File: config.mk
export PLATFORM = sky130hd
export DESIGN_NAME = maze_node
export DESIGN_NICKNAME = d
export VERILOG_FILES = /design/src/hdl/maze_pkg.sv /design/src/hdl/xy_route.sv /design/src/hdl/input_buffer.sv /design/src/hdl/qos_arbiter.sv /design/src/hdl/output_buffer.sv /design/src/hdl/output_port.sv /design/src/hdl/maze_node.sv
export SDC_FILE = /design/constraint.sdc
export NUM_CORES = 1
export LEC_CHECK = 0
export CORE_MARGIN = 1.5
export CORE_UTILIZATION = 45
export CTS_CLUSTER_DIAMETER = 80
export CTS_CLUSTER_SIZE = 8
export DETAILED_ROUTE_END_ITERATION = 8
export DONT_BUFFER_PORTS = 1
export PLACE_DENSITY = 0.65
export SKIP_LAST_GASP = 1
export SYNTH_ARGS = -nofsm -noshare
export SYNTH_HDL_FRONTEND = slang
export SYNTH_SLANG_ARGS = --single-unit
File: constraint.sdc
create_clock -name clk -period 6.78 [get_ports clk]
set_input_delay 1.017 -clock clk [delete_from_list [all_inputs] [get_ports clk]]
set_output_delay 1.017 -clock clk [all_outputs]
set_load 0.05 [all_outputs]
File: src/hdl/maze_pkg.sv
/*
 * mesh router shared definitions
 *   mesh size and address widths
 *   port index encoding
 *   packet layout and route request vector
 */

package maze_pkg;

    // ========================================================================
    // mesh geometry
    // ========================================================================
    localparam int MESH_DIM  = 8;                  // 8 x 8 mesh
    localparam int COORD_W   = $clog2(MESH_DIM);   // bits per coordinate
    localparam int NODE_ID_W = 2 * COORD_W;        // {y, x}
    localparam int DATA_W    = 8;
    localparam int N_PORTS   = 5;

    // ========================================================================
    // port indices
    // ========================================================================
    // PORT_L is local A on the input side and local B on the output side
    typedef enum logic [2:0] {
        PORT_N = 3'd0,
        PORT_W = 3'd1,
        PORT_S = 3'd2,
        PORT_E = 3'd3,
        PORT_L = 3'd4
    } port_e;

    // ========================================================================
    // packet and route
    // ========================================================================
    typedef struct packed {
        logic                 qos;        // high priority class
        logic [1:0]           pkt_type;   // carried through, not decoded
        logic [NODE_ID_W-1:0] src;
        logic [NODE_ID_W-1:0] tgt;        // low bits x, high bits y
        logic [DATA_W-1:0]    data;
    } pkt_t;

    // one-hot output request, bit index is port_e
    typedef logic [N_PORTS-1:0] route_t;

endpackage

File: src/hdl/xy_route.sv
/*
 * xy_route
 *   dimension-ordered route computation for one input port,
 *   x is resolved first, then y, then delivery to local
 */

`timescale 1ns/1ps

module xy_route import maze_pkg::*; #(
    parameter int LOCAL_X = 0,
    parameter int LOCAL_Y = 0
) (
    input  logic [NODE_ID_W-1:0] tgt_i,
    output route_t               route_o
);

    localparam logic [COORD_W-1:0] LX = COORD_W'(LOCAL_X);
    localparam logic [COORD_W-1:0] LY = COORD_W'(LOCAL_Y);

    logic [COORD_W-1:0] tgt_x;
    logic [COORD_W-1:0] tgt_y;

    assign tgt_x = tgt_i[COORD_W-1:0];
    assign tgt_y = tgt_i[NODE_ID_W-1:COORD_W];

    always_comb begin
        route_o = '0;
        if (tgt_x > LX) begin
            route_o[PORT_E] = 1'b1;
        end else if (tgt_x < LX) begin
            route_o[PORT_W] = 1'b1;
        end else if (tgt_y > LY) begin            // x done, move along y
            route_o[PORT_N] = 1'b1;
        end else if (tgt_y < LY) begin
            route_o[PORT_S] = 1'b1;
        end else begin
            route_o[PORT_L] = 1'b1;               // arrived
        end
    end

    // every target must map to exactly one output
    a_route_onehot : assert final ($onehot(route_o))
        else $error("xy_route: route not one-hot for target %0h", tgt_i);

endmodule

File: src/hdl/input_buffer.sv
/*
 * input_buffer
 *   one-entry buffer per input port that keeps the packet with its
 *   route request until the selected output grants it
 */

`timescale 1ns/1ps

module input_buffer import maze_pkg::*; (
    input  logic   clk,
    input  logic   reset_i,

    // upstream handshake
    input  logic   vld_i,
    input  pkt_t   pkt_i,
    output logic   rdy_o,

    // route from xy_route, sampled with the packet
    input  route_t route_i,

    // towards the output arbiters
    input  logic   gnt_i,
    output route_t req_o,
    output pkt_t   pkt_o
);

    logic   full_q;
    pkt_t   pkt_q;
    route_t route_q;
    logic   load;

    // free slot or the held packet leaves this cycle
    assign rdy_o = !full_q || gnt_i;
    assign load  = vld_i && rdy_o;

    always_ff @(posedge clk) begin
        if (reset_i) begin
            full_q <= 1'b0;
        end else if (load) begin
            full_q <= 1'b1;
        end else if (gnt_i) begin
            full_q <= 1'b0;
        end
    end

    // payload and route
    always_ff @(posedge clk) begin
        if (load) begin
            pkt_q   <= pkt_i;
            route_q <= route_i;
        end
    end

    assign req_o = route_q & {N_PORTS{full_q}};   // quiet while empty
    assign pkt_o = pkt_q;

    // a grant can only come back for a request that was raised
    a_gnt_when_full : assert property (
        @(posedge clk) disable iff (reset_i)
        gnt_i |-> full_q
    ) else $error("input_buffer: grant while empty");

endmodule

File: src/hdl/qos_arbiter.sv
/*
 * qos_arbiter
 *   qos requesters win over plain ones, round-robin inside the
 *   chosen class, pointer moves past the winner on an accepted grant
 */

`timescale 1ns/1ps

module qos_arbiter #(
    parameter int N_REQ = 4
) (
    input  logic             clk,
    input  logic             reset_i,
    input  logic [N_REQ-1:0] req_i,
    input  logic [N_REQ-1:0] qos_i,
    input  logic             accept_i,   // downstream takes the winner
    output logic [N_REQ-1:0] gnt_o
);

    localparam int PTR_W = $clog2(N_REQ);

    logic [PTR_W-1:0] ptr_q;
    logic [N_REQ-1:0] cand;
    logic [PTR_W-1:0] win_idx;

    // ========================================================================
    // class select and rotating search
    // ========================================================================
    assign cand = (|(req_i & qos_i)) ? (req_i & qos_i) : req_i;

    always_comb begin
        int   idx;
        logic found;
        found   = 1'b0;
        win_idx = '0;
        gnt_o   = '0;
        for (int i = 0; i < N_REQ; i++) begin
            idx = int'(ptr_q) + i;
            if (idx >= N_REQ) begin
                idx = idx - N_REQ;                // wrap around
            end
            if (!found && cand[idx]) begin
                found   = 1'b1;
                win_idx = PTR_W'(idx);
            end
        end
        if (found) begin
            gnt_o[win_idx] = 1'b1;
        end
    end

    // ========================================================================
    // round-robin pointer
    // ========================================================================
    always_ff @(posedge clk) begin
        if (reset_i) begin
            ptr_q <= '0;
        end else if (accept_i && (|gnt_o)) begin
            ptr_q <= (win_idx == PTR_W'(N_REQ - 1)) ? '0 : win_idx + 1'b1;
        end
    end

    a_gnt_onehot0 : assert property (
        @(posedge clk) disable iff (reset_i)
        $onehot0(gnt_o)
    ) else $error("qos_arbiter: more than one grant");

endmodule

File: src/hdl/output_buffer.sv
/*
 * output_buffer
 *   one-entry register slice on an output port,
 *   full throughput while the downstream stays ready
 */

`timescale 1ns/1ps

module output_buffer import maze_pkg::*; (
    input  logic clk,
    input  logic reset_i,

    // from the arbiter and winner mux
    input  logic valid_i,
    input  pkt_t pkt_i,
    output logic ready_o,

    // to the neighbor
    output logic valid_o,
    output pkt_t pkt_o,
    input  logic ready_i
);

    logic load;

    assign ready_o = !valid_o || ready_i;   // empty or draining now
    assign load    = valid_i && ready_o;

    always_ff @(posedge clk) begin
        if (reset_i) begin
            valid_o <= 1'b0;
        end else if (load) begin
            valid_o <= 1'b1;
        end else if (ready_i) begin
            valid_o <= 1'b0;
        end
    end

    always_ff @(posedge clk) begin
        if (load) begin
            pkt_o <= pkt_i;
        end
    end

    // stalled output keeps offering the same packet
    a_hold_stable : assert property (
        @(posedge clk) disable iff (reset_i)
        (valid_o && !ready_i) |=> (valid_o && $stable(pkt_o))
    ) else $error("output_buffer: payload changed under back-pressure");

endmodule

File: src/hdl/output_port.sv
/*
 * output_port
 *   one output direction: qos round-robin arbiter,
 *   winner multiplexer and output register slice
 */

`timescale 1ns/1ps

module output_port import maze_pkg::*; #(
    parameter int N_REQ = 4
) (
    input  logic             clk,
    input  logic             reset_i,
    input  logic [N_REQ-1:0] req_i,
    input  pkt_t             pkts_i [N_REQ],
    output logic [N_REQ-1:0] gnt_o,
    output logic             vld_o,
    output pkt_t             pkt_o,
    input  logic             rdy_i
);

    logic [N_REQ-1:0] qos;
    logic [N_REQ-1:0] arb_req;
    logic             obuf_rdy;
    pkt_t             sel_pkt;

    // no arbitration while the slice cannot take a packet
    assign arb_req = req_i & {N_REQ{obuf_rdy}};

    always_comb begin
        sel_pkt = '0;
        for (int j = 0; j < N_REQ; j++) begin
            qos[j] = pkts_i[j].qos;
            if (gnt_o[j]) begin
                sel_pkt = pkts_i[j];               // grant is one-hot
            end
        end
    end

    qos_arbiter #(
        .N_REQ    (N_REQ)
    ) i_arb (
        .clk      (clk),
        .reset_i  (reset_i),
        .req_i    (arb_req),
        .qos_i    (qos),
        .accept_i (obuf_rdy),
        .gnt_o    (gnt_o)
    );

    output_buffer i_obuf (
        .clk      (clk),
        .reset_i  (reset_i),
        .valid_i  (|gnt_o),
        .pkt_i    (sel_pkt),
        .ready_o  (obuf_rdy),
        .valid_o  (vld_o),
        .pkt_o    (pkt_o),
        .ready_i  (rdy_i)
    );

endmodule

File: src/hdl/maze_node.sv
/*
 * maze_node
 *   router node of the 8 x 8 mesh: five input paths with XY routing
 *   and one-entry buffers, five output ports with qos arbitration,
 *   no U-turn paths on the mesh directions
 */

`timescale 1ns/1ps

module maze_node import maze_pkg::*; #(
    parameter int LOCAL_X = 0,
    parameter int LOCAL_Y = 0
) (
    input  logic clk,
    input  logic reset_i,

    // inputs, local A and the four neighbors
    input  logic a_vld_i,
    input  pkt_t a_pkt_i,
    output logic a_rdy_o,
    input  logic n_vld_i,
    input  pkt_t n_pkt_i,
    output logic n_rdy_o,
    input  logic w_vld_i,
    input  pkt_t w_pkt_i,
    output logic w_rdy_o,
    input  logic s_vld_i,
    input  pkt_t s_pkt_i,
    output logic s_rdy_o,
    input  logic e_vld_i,
    input  pkt_t e_pkt_i,
    output logic e_rdy_o,

    // outputs, local B and the four neighbors
    output logic b_vld_o,
    output pkt_t b_pkt_o,
    input  logic b_rdy_i,
    output logic n_vld_o,
    output pkt_t n_pkt_o,
    input  logic n_rdy_i,
    output logic w_vld_o,
    output pkt_t w_pkt_o,
    input  logic w_rdy_i,
    output logic s_vld_o,
    output pkt_t s_pkt_o,
    input  logic s_rdy_i,
    output logic e_vld_o,
    output pkt_t e_pkt_o,
    input  logic e_rdy_i
);

    logic [N_PORTS-1:0] in_vld, in_rdy, in_gnt;
    pkt_t               in_pkt  [N_PORTS];
    pkt_t               buf_pkt [N_PORTS];
    route_t             route   [N_PORTS];
    route_t             req     [N_PORTS];      // req[input][output]
    logic [N_PORTS-1:0] gnt_mat [N_PORTS];      // gnt_mat[output][input]
    logic [N_PORTS-1:0] out_vld, out_rdy;
    pkt_t               out_pkt [N_PORTS];

    // port groups to indexed arrays
    assign in_vld[PORT_L] = a_vld_i;
    assign in_vld[PORT_N] = n_vld_i;
    assign in_vld[PORT_W] = w_vld_i;
    assign in_vld[PORT_S] = s_vld_i;
    assign in_vld[PORT_E] = e_vld_i;
    assign in_pkt[PORT_L] = a_pkt_i;
    assign in_pkt[PORT_N] = n_pkt_i;
    assign in_pkt[PORT_W] = w_pkt_i;
    assign in_pkt[PORT_S] = s_pkt_i;
    assign in_pkt[PORT_E] = e_pkt_i;
    assign a_rdy_o = in_rdy[PORT_L];
    assign n_rdy_o = in_rdy[PORT_N];
    assign w_rdy_o = in_rdy[PORT_W];
    assign s_rdy_o = in_rdy[PORT_S];
    assign e_rdy_o = in_rdy[PORT_E];

    assign out_rdy[PORT_L] = b_rdy_i;
    assign out_rdy[PORT_N] = n_rdy_i;
    assign out_rdy[PORT_W] = w_rdy_i;
    assign out_rdy[PORT_S] = s_rdy_i;
    assign out_rdy[PORT_E] = e_rdy_i;
    assign b_vld_o = out_vld[PORT_L];
    assign n_vld_o = out_vld[PORT_N];
    assign w_vld_o = out_vld[PORT_W];
    assign s_vld_o = out_vld[PORT_S];
    assign e_vld_o = out_vld[PORT_E];
    assign b_pkt_o = out_pkt[PORT_L];
    assign n_pkt_o = out_pkt[PORT_N];
    assign w_pkt_o = out_pkt[PORT_W];
    assign s_pkt_o = out_pkt[PORT_S];
    assign e_pkt_o = out_pkt[PORT_E];

    // ========================================================================
    // input paths
    // ========================================================================
    for (genvar i = 0; i < N_PORTS; i++) begin : g_in
        xy_route #(
            .LOCAL_X (LOCAL_X),
            .LOCAL_Y (LOCAL_Y)
        ) i_route (
            .tgt_i   (in_pkt[i].tgt),
            .route_o (route[i])
        );

        input_buffer i_ibuf (
            .clk     (clk),
            .reset_i (reset_i),
            .vld_i   (in_vld[i]),
            .pkt_i   (in_pkt[i]),
            .rdy_o   (in_rdy[i]),
            .route_i (route[i]),
            .gnt_i   (in_gnt[i]),
            .req_o   (req[i]),
            .pkt_o   (buf_pkt[i])
        );
    end

    // an input requests a single output, so at most one bit is set here
    always_comb begin
        in_gnt = '0;
        for (int o = 0; o < N_PORTS; o++) begin
            in_gnt |= gnt_mat[o];
        end
    end

    // ========================================================================
    // mesh outputs, fed by every input except their own direction
    // ========================================================================
    for (genvar o = 0; o < N_PORTS - 1; o++) begin : g_mesh_out
        logic [N_PORTS-2:0] sub_req, sub_gnt;
        pkt_t               sub_pkt [N_PORTS-1];

        for (genvar j = 0; j < N_PORTS - 1; j++) begin : g_fanin
            localparam int SRC = (j < o) ? j : j + 1;   // skip the U-turn
            assign sub_req[j]        = req[SRC][o];
            assign sub_pkt[j]        = buf_pkt[SRC];
            assign gnt_mat[o][SRC]   = sub_gnt[j];
        end
        assign gnt_mat[o][o] = 1'b0;

        output_port #(
            .N_REQ   (N_PORTS - 1)
        ) i_oport (
            .clk     (clk),
            .reset_i (reset_i),
            .req_i   (sub_req),
            .pkts_i  (sub_pkt),
            .gnt_o   (sub_gnt),
            .vld_o   (out_vld[o]),
            .pkt_o   (out_pkt[o]),
            .rdy_i   (out_rdy[o])
        );
    end

    // local B takes all five inputs, loopback included
    logic [N_PORTS-1:0] loc_req;

    for (genvar j = 0; j < N_PORTS; j++) begin : g_loc_fanin
        assign loc_req[j] = req[j][PORT_L];
    end

    output_port #(
        .N_REQ   (N_PORTS)
    ) i_oport_b (
        .clk     (clk),
        .reset_i (reset_i),
        .req_i   (loc_req),
        .pkts_i  (buf_pkt),
        .gnt_o   (gnt_mat[PORT_L]),
        .vld_o   (out_vld[PORT_L]),
        .pkt_o   (out_pkt[PORT_L]),
        .rdy_i   (out_rdy[PORT_L])
    );

endmodule

Word level (Yosys, flattened, before mapping). Cells that the tools add are included.

Bits of input ports: 127. Logic and storage cells: 537. RAM bits: 0. Output and inout port bits: 125. Bits in latches: 0. Memory bits (read-only): 0. Register bits after elaboration: 276. Memories: 0.

Multipliers: 0. Reduce and logical (&&, ||, !) cells: 97. Shift-type cells: 0. Mux-type cells: 217. Magnitude comparators: 72. Equality and inequality tests: 5. Add/sub/neg operators: 42. Bitwise logic cells: 19. Div/mod/pow operators: 0.

Operators by type and width (number): $mux 32 (21); $lt 32x4->1 const B (16); $mux 23 (21); $lt 32x5->1 const B (5); $mux 1 (113); $sub 3x3->4 const B (13); $mux 2 (20); $ge 3x3->1 const B (13); $and 5x5->5 (7); $and 4x4->4 (8); $bmux 1 s2 (16); $mux 4 (8); $reduce_or 4->1 (8); $logic_and 1x1->1 (31); $gt 3x1->1 const B (10); $lt 3x1->1 const B (10); $logic_not 1->1 (26); $add 2x2->3 const B (8); $or 5x5->5 (4); $reduce_bool 2->1 (10); $sub 4x3->5 const B (4); $mux 3 (6); $ge 4x3->1 const B (4); $sub 2x3->4 const B (4); other kinds (21) (66).

Depth between registers and ports, before layout. Gate-level depths: netlist of the first run.

Depth after elaboration: 32. Gate-level depth with buffers: 19. Mapped depth without buffers: 17.

Modules after synthesis. Synthesis of the first run repeated with hierarchy kept, for this count alone.

Cells, all modules: 1263. Area, all modules: 15011.9 um^2.

Modules (own cells, without submodules): input_buffer (cells an instance 38, sequential area each 860.8 um^2, instances 5, area each 922.1 um^2); output_buffer (cells an instance 28, sequential area each 710.7 um^2, instances 5, area each 745.7 um^2); output_port (g_mesh_out[0].i_oport ...) (cells an instance 93, sequential area each 0.0 um^2, instances 4, area each 614.3 um^2); qos_arbiter (i_oport_b.i_arb) (cells an instance 212, sequential area each 60.1 um^2, instances 1, area each 1572.8 um^2); qos_arbiter (g_mesh_out[0].i_oport.i_arb ...) (cells an instance 46, sequential area each 40.0 um^2, instances 4, area each 377.9 um^2); output_port (i_oport_b) (cells an instance 123, sequential area each 0.0 um^2, instances 1, area each 863.3 um^2); xy_route (cells an instance 7, sequential area each 0.0 um^2, instances 5, area each 45.0 um^2); maze_node (cells an instance 7, sequential area each 0.0 um^2, instances 1, area each 42.5 um^2).

Least setup slack after synthesis of the first run. OpenSTA, ideal clock, no wires.

Path kind: reg-to-reg. From: register i_oport_b.i_arb.ptr_q[2]. To: register g_in[3].i_ibuf.pkt_q (netlist bit g_in[3].i_ibuf.pkt_o[0]) (enable). Stages on the path, launching flop included: 16. Arrival: 5255 ps. Slack: 1141 ps. Path buffers: 2. Path through: dfxtp_1 clkbuf_1 inv_1 ha_1 a211o_1 or3_1 a221oi_2 a211oi_1 or4_4 nor3_2 o211ai_1 a21oi_2 inv_2 buf_6 o211ai_1 and2_1.

Word-level cells in the longest chain between the ends: 26.

Ends and longest elaborated chain: from (decl) (line qos_arbiter.sv:22) `logic [PTR_W-1:0] ptr_q;`; from (signal assigned) (line qos_arbiter.sv:59) `ptr_q <= (win_idx == PTR_W'(N_REQ - 1)) ? '0 : win_idx + 1'b1;`; parallel branches: the longest is 22 deep, another holds $sub 4x3->5; $mux 5 * (line qos_arbiter.sv:47) `if (found) begin`; $or 5x5->5 * (line maze_node.sv:123) `in_gnt |= gnt_mat[o];`; $logic_or 1x1->1 * (line input_buffer.sv:33) `assign rdy_o = !full_q || gnt_i;`; net e_rdy_o (line maze_node.sv:32) `output logic e_rdy_o,`; $logic_and 1x1->1 * (line input_buffer.sv:34) `assign load = vld_i && rdy_o;`; net g_in[3].i_ibuf.load (line input_buffer.sv:30) `logic load;`; to (signal assigned) (line input_buffer.sv:49) `pkt_q <= pkt_i;`; to (decl) (line input_buffer.sv:28) `pkt_t pkt_q;`.

Mark *: on every way through the listed nets, which the timed path passes. The select of a mux whose other input is x is not followed. A chain may end at the register's enable or synchronous reset.

Worst setup path after layout of the first run.
From: register i_oport_b.i_arb.ptr_q[1]. To: output port s_rdy_o.

Word-level cells in the longest chain between the ends: 25.

Ends and longest elaborated chain: parallel branches: the longest is 22 deep, another holds $sub 4x3->5; $mux 5 * (line qos_arbiter.sv:47); $or 5x5->5 * (line maze_node.sv:123); $logic_or 1x1->1 * (line input_buffer.sv:33); to (decl) (line maze_node.sv:29) `output logic s_rdy_o,`.

Every way passes the cells marked *. The select of a mux whose other input is x is not followed.

==> results.toml, run 1 <==
[critical_path]
cp_max_fo = 9
crit_arrival_ns = 4.96
crit_path_start_kind = "flip-flop"
cp.required_ns = 5.76
cp-end-kind = "output port"
crit_type = "flip-flop to output port"

[detailed_routing]
met2_length_mm = 16.5
wl_per_cell_microns = 26.6
first_pass_iters = 5
met1Wirelength_mm = 14.7
via_count = 8515
drc_errors = 0
drt_iter0_markers = 828
wl_met3_mm = 3.53
ant_nets = 0
wl_mm = 35.8
routed.top_layer = "met5"
viasPerCell = 6.31

[synthesis]
yosysUniqueCellTypes = 75
yosys_most_used_dff = "edfxtp_1"
synth_cells = 1002
synth-seq-cells = 212
ys_async_sr_fraction = 0
ys_warn_count = 0
avgSynthCellArea_sq_um = 11.3
synth_edf_count = 197
seq_area_frac_synth = 0.551
synthesis.area_sq_mm = 0.0113

[global_route]
grt_pass1_vias = 8130
track_usage = 0.272
antenna_found_initial = 2
gr-total-overflow = 0
grt_pass1_wl_mm = 52.4
grt_max_degree = 49

[timing]
fin_skew_ns = 0.0171
rsz0062_at_grt = "false"
fin_crit_ns = 5.98
max_freq_mhz = 167
min_period_over_period = 0.882
report.final.slew_viol_count = 0
fin_tns_setup_ns = 0
slew_headroom = 0.387
setup_violations = 0
hold_viol_final = 0
tightest_slew_ns = 0.920
setup_slack_ns = 0.799

[cts]
cts_tree = "built"
numCtsBuffers = 30
clockRootBuffer = "clkbuf_16"
clk_pin_slew_ns = 0.05
ctsLongestPathBuffers = 3
post_cts_buffers = 0
insertion_delay_ns = 0.56
post_cts_resized = 0
hold_buffers = 0
cts.sinks = 212
h-tree-depth = 1

[placement]
detailed_place.area_sq_mm = 0.0115
gp_congestion = 0.912
port_buffers = 0
place_hpwl_mm = 23.6
place_ws_ns = 1.38

[finish]
final_common_cell = "edfxtp_1"
layout.nets = 1148
layout-drive-gt1-share = 0.108
final_cell_area_sq_mm = 0.0124
fill_cells = 2135
layout_common_cells = "197 x edfxtp_1, 96 x nor2_1, 71 x nand2_1"
area_growth_syn_to_layout_pct = 10.4

[die]
die_h_microns = 161
io_pins = 252
design.die.area_sq_mm = 0.0260
die_x_microns = 161
initial_utilization = 0.461
rows = 57
core_area_sq_mm = 0.0245

[worst_hold_path]
hp-class = "flip-flop to flip-flop"

[flow_run]
maxCapViolCount = 0

[run_status]
status = "finished clean"
-- cells by family after synthesis --
| group | Yosys count | synth area share |
|---|---|---|
| other | 1 | 0.000333 |
| adder cells (fa/ha/maj) | 22 | 0.0244 |
| flip-flops | 212 | 0.551 |
| buffers and inverters | 160 | 0.0726 |
| AND/OR/NAND/NOR | 284 | 0.122 |
| AO/OA/AOI/OAI | 293 | 0.203 |
| multiplexers | 27 | 0.0241 |
| XOR/XNOR | 3 | 0.00233 |
-- per-stage QoR --
step | hold slack (ns) | std cells | utilization
after floorplan | 0.464 | 1049 | -
after global placement | 0.443 | 1291 | 0.472
after detailed placement | 0.455 | 1291 | 0.472
after CTS | 0.465 | 1347 | 0.508
after global routing | 0.499 | 1348 | 0.508
final | 0.466 | 1349 | 0.509
-- sequential cells by signal, indices dropped and copies added, names as in the netlist --
signal	cells
g_in.i_ibuf.pkt_o	115
g_mesh_out.i_oport.i_obuf.pkt_o	46
i_oport_b.i_obuf.pkt_o	23
g_in.i_ibuf.route_q	13
g_in.i_ibuf.full_q	5
g_mesh_out.i_oport.i_arb.ptr_q	4
i_oport_b.i_arb.ptr_q	3
g_mesh_out.i_oport.i_obuf.valid_o	2
i_oport_b.i_obuf.valid_o	1
-- final timing paths --
kind                                    to                      from  slack (ns)  depth (start not counted)
setup / recovery                   s_rdy_o  i_oport_b.i_arb.ptr_q[1]        0.80                         14
hold / removal    i_oport_b.i_arb.ptr_q[0]  i_oport_b.i_arb.ptr_q[0]        0.47                          2
setup reg to reg   g_in[1].i_ibuf.pkt_o[4]  i_oport_b.i_arb.ptr_q[2]        1.39                         13
hold reg to reg   i_oport_b.i_arb.ptr_q[0]  i_oport_b.i_arb.ptr_q[0]        0.47                          2
-- routing by layer --
metal / vias up / global-route usage
met4: 2 / 0.0968
met1: 4157 / 0.365
met3: 75 / 0.0601
met5: - / 0
met2: 535 / 0.435
li1: 3746 / -
-- area by class of cell --
cell class	count	area, sq um	share of cell area
Inverter	45	169	0.0136
Antenna cell	2	5.00	0.000402
Clock buffer	55	865	0.0695
Tap cell	324	405	0.0326
Clock inverter	1	30.0	0.00241
Timing Repair Buffer	33	285	0.0229
Sequential cell	212	6220	0.500
Multi-Input combinational cell	677	4470	0.359
-- cells in the mapped netlist, drive strengths merged, types with 13 or more instances --
cell type	instances	share of area
nand3	13	0.0058
o31ai	47	0.031
nor2b	31	0.017
inv	44	0.015
dfxtp	15	0.027
a21oi	31	0.014
nor3	13	0.0062
and2	13	0.0072
mux2i	26	0.023
a221oi	48	0.038
o21ai	23	0.010
buf	63	0.040
nand2	71	0.024
a211oi	74	0.057
ha	22	0.024
clkbuf	52	0.017
edfxtp	197	0.52
nor2	98	0.033
-- critical path, cell delays in order, from the launching register on --
cell and delay (ns):
dfxtp_1 0.56, inv_1 0.28, ha_1 0.25, inv_1 0.05, ha_1 0.31, a211oi_1 0.28, o22ai_1 0.21, a211oi_1 0.35
a2111oi_0 0.12, buf_4 0.17, a311oi_1 0.51, a211oi_1 0.16, a22o_1 0.27, a21oi_2 0.37, a211o_1 0.52
Power of run 1 is not shown: default switching activity piles up to over one toggle a cycle in this logic, so the estimate is an artifact.
==> run 2: changes to the inputs <==
--- a/config.mk
+++ b/config.mk
@@ -5,6 +5,7 @@
 export SDC_FILE = /design/constraint.sdc
 export NUM_CORES = 1
 export LEC_CHECK = 0
+export ABC_AREA = 1
 export CORE_MARGIN = 1.5
 export CORE_UTILIZATION = 45
 export CTS_CLUSTER_DIAMETER = 80
@@ -12,6 +13,7 @@
 export DETAILED_ROUTE_END_ITERATION = 8
 export DONT_BUFFER_PORTS = 1
 export PLACE_DENSITY = 0.65
+export RECOVER_POWER = 50
 export SKIP_LAST_GASP = 1
 export SYNTH_ARGS = -nofsm -noshare
 export SYNTH_HDL_FRONTEND = slang
==> run 2 against run 1 <==
Worst setup slack got worse by 0.099 ns. Critical path depth increased by 4. Synthesized area increased by 1.9%. Worst hold slack improved by 0.083 ns. Fmax decreased by 1.6%. Core utilization decreased by 1.2 points. Register-to-register slack improved by 0.10 ns. Global-route usage decreased by 1.7 points. First-iteration DRC count increased by 32%. Design area increased by 0.30%. Flip-flop and latch count unchanged. Sequential share of layout area decreased by 0.15 points.
==> results.toml, run 2 <==
[synthesis]
yosys.area.top_type_share = 0.515
synthTopCellsByCount = "320 x nand2_1, 197 x edfxtp_1, 166 x nand3_1, 161 x nor2_1, 80 x inv_1"
synth_edf_count = 197
synth-seq-cells = 212
synth_area_leaders = "edfxtp_1 51%, nand2_1 10%, nand3_1 7.2%, nor2_1 5.3%, buf_4 3.3%"
synth_mux_area_frac = 0
synth_fa_ha_area_frac = 0.0240
avgSynthCellArea_sq_um = 8.90
yosys_most_used_dff = "edfxtp_1"
yosysUniqueCellTypes = 44
ys_warn_count = 0
synth_cells = 1291
seq_area_frac_synth = 0.541
synth.most_common_cell = "nand2_1"
synth-simple-area-share = 0.279
synth_top_family_by_area = "simple AND/OR/NAND/NOR gates"
synth-xor-area-share = 0.00686
synth-compound-area-share = 0.0622
ys_async_sr_fraction = 0
synthesis.area_sq_mm = 0.0115
synth_top_cell_by_area = "edfxtp_1"

[critical_path]
cp_max_fo = 52
crit_arrival_ns = 5.06
critical_path.slowest_cell = "nand2_4"
r2r_start = "i_oport_b.i_arb.ptr_q[1]"
critPathMaxStageDelay_ns = 0.56
cp-end-kind = "output port"
reg2reg_to = "g_in[3].i_ibuf.pkt_o[15]"
cpMostUsedCell = "nand2_1"
startpoint = "i_oport_b.i_arb.ptr_q[1]"
cp.required_ns = 5.76
crit_type = "flip-flop to output port"
r2r_slack_ns = 1.49
reg2reg_depth = 21
crit_path_start_kind = "flip-flop"
crit_chain = "inv_1 > ha_1 > clkinv_1 > nand4_1 > nand2_1 > nand2_1 > nand2_1 > nand2_1 > nand3_1 > nand2_1 > nand2_1 > nand2_1 > nand2_1 > nor3_1 > nand3_2 > nand2_4 > nand3_1 > nand3_1"

[finish]
top_register = "g_in.i_ibuf.pkt_o"
largestRegisters = "g_in.i_ibuf.pkt_o x115, g_mesh_out.i_oport.i_obuf.pkt_o x46, i_oport_b.i_obuf.pkt_o x23"
largest_register_ffs = 115
final_common_cell = "nand2_1"
area_growth_syn_to_layout_pct = 8.61
fill_cells = 2294
layout_common_cells = "318 x nand2_1, 197 x edfxtp_1, 165 x nand3_1"
layout.nets = 1435
layout-drive-gt1-share = 0.0716
fin_util = 0.497

[cts]
insertion_delay_ns = 0.54
post_cts_buffers = 0
clk_pin_slew_ns = 0.06
h-tree-depth = 1
cts.sinks = 212
numCtsBuffers = 30
ctsLongestPathBuffers = 3
clockRootBuffer = "clkbuf_16"
post_cts_resized = 0
cts_tree = "built"
hold_buffers = 0

[timing]
tightest_slew_ns = 1.02
fin_crit_ns = 6.08
hold_viol_final = 0
setup_violations = 0
rsz0062_at_grt = "false"
fin_tns_setup_ns = 0
max_freq_mhz = 164
min_period_over_period = 0.897
report.final.slew_viol_count = 0
fin_hold_ws_ns = 0.548
fin_skew_ns = 0.0250
slew_headroom = 0.318

[worst_hold_path]
hold_depth = 2
whs_endpoint = "g_mesh_out[0].i_oport.i_arb.ptr_q[1]"
hp-class = "flip-flop to flip-flop"
worstHoldStart = "g_mesh_out[0].i_oport.i_arb.ptr_q[1]"

[global_route]
gr-total-overflow = 0
grt_pass1_vias = 8661
antenna_found_initial = 2
grt_max_degree = 53
track_usage = 0.254
grt_pass1_wl_mm = 50.7

[placement]
port_buffers = 0
gp_congestion = 0.887
place_hpwl_mm = 22.2

[die]
io_pins = 252
core_area_sq_mm = 0.0251
rows = 58
design.die.area_sq_mm = 0.0265
initial_utilization = 0.458
die_h_microns = 163
die_x_microns = 163

[detailed_routing]
wl_met3_mm = 3.66
viasPerCell = 5.63
via_count = 9204
met1Wirelength_mm = 13.6
ant_nets = 0
wl_mm = 33.9
drc_errors = 0
routed.top_layer = "met4"
wl_per_cell_microns = 20.8
drt_iter0_markers = 1090
first_pass_iters = 6
met2_length_mm = 15.8

[flow_run]
maxCapViolCount = 0

[run_status]
status = "finished clean"
[run 2: cell types whose count changed after synthesis, sizes merged, moves of 31 or more]
cell / before / now
clkbuf: 52 / 17
nor2: 98 / 168
nand3: 13 / 175
nand2: 71 / 325
a221oi: 48 / 0
o31ai: 47 / 0
a211oi: 74 / 2
inv: 44 / 90
nor2b: 31 / 0
[run 2: worst max-delay path: cells and delay by family, from the launching register on]
kind / cells / cell delay (ns)
and+or+nand+nor: 15 / 2.91
adders and majority gates: 1 / 0.50
buffers and inverters: 2 / 0.52
DFF: 1 / 0.50
[run 2: how the worst max path moves through the flow]
| stage | cells past startpoint | slack, ns | to |
|---|---|---|---|
| final | 18 | 0.70 | n_rdy_o |
| after floorplan | 19 | 1.58 | g_in[2].i_ibuf.pkt_o[0] |
| after global placement | 20 | 1.33 | s_rdy_o |
| after CTS | 21 | 0.94 | s_rdy_o |
| after global routing | 18 | 0.29 | n_rdy_o |
| after detailed placement | 20 | 1.25 | s_rdy_o |
[run 2: cells by family (layout without fill, tap and decap cells)]
logic type                 Yosys count  count (layout)
xor gates and xnor gates             9               9
DFF                                212             212
buffers and inverters              196             156
AOI/OAI and AO/OA                  127             127
and+or+nand+nor                    724             724
other                                1              54
adders and majority gates           22              22
[run 2: area by class of cell]
cell class	count	area, sq um	share of cell area
Tap cell	330	413	0.0331
Antenna cell	6	15.0	0.00120
Multi-Input combinational cell	930	4490	0.360
Inverter	91	342	0.0274
Clock buffer	44	846	0.0678
Sequential cell	212	6220	0.498
Timing Repair Buffer	21	158	0.0126
[run 2: per-layer routing]
metal  global-route usage  vias to the layer above
met4               0.0851                        0
met5                    0                        -
met2                0.408                      541
met3               0.0642                       70
li1                     -                     4304
met1                0.336                     4289
[run 2: metrics by stage]
stage	instances	worst slack (ns)	area [sq um]
final	1634	0.700	12500
after global placement	1584	1.33	11600
after CTS	1628	0.943	12500
after floorplan	1338	1.58	11700
after detailed placement	1584	1.25	11600
after global routing	1630	0.286	12500
Power of run 2 is left out for the same reason.
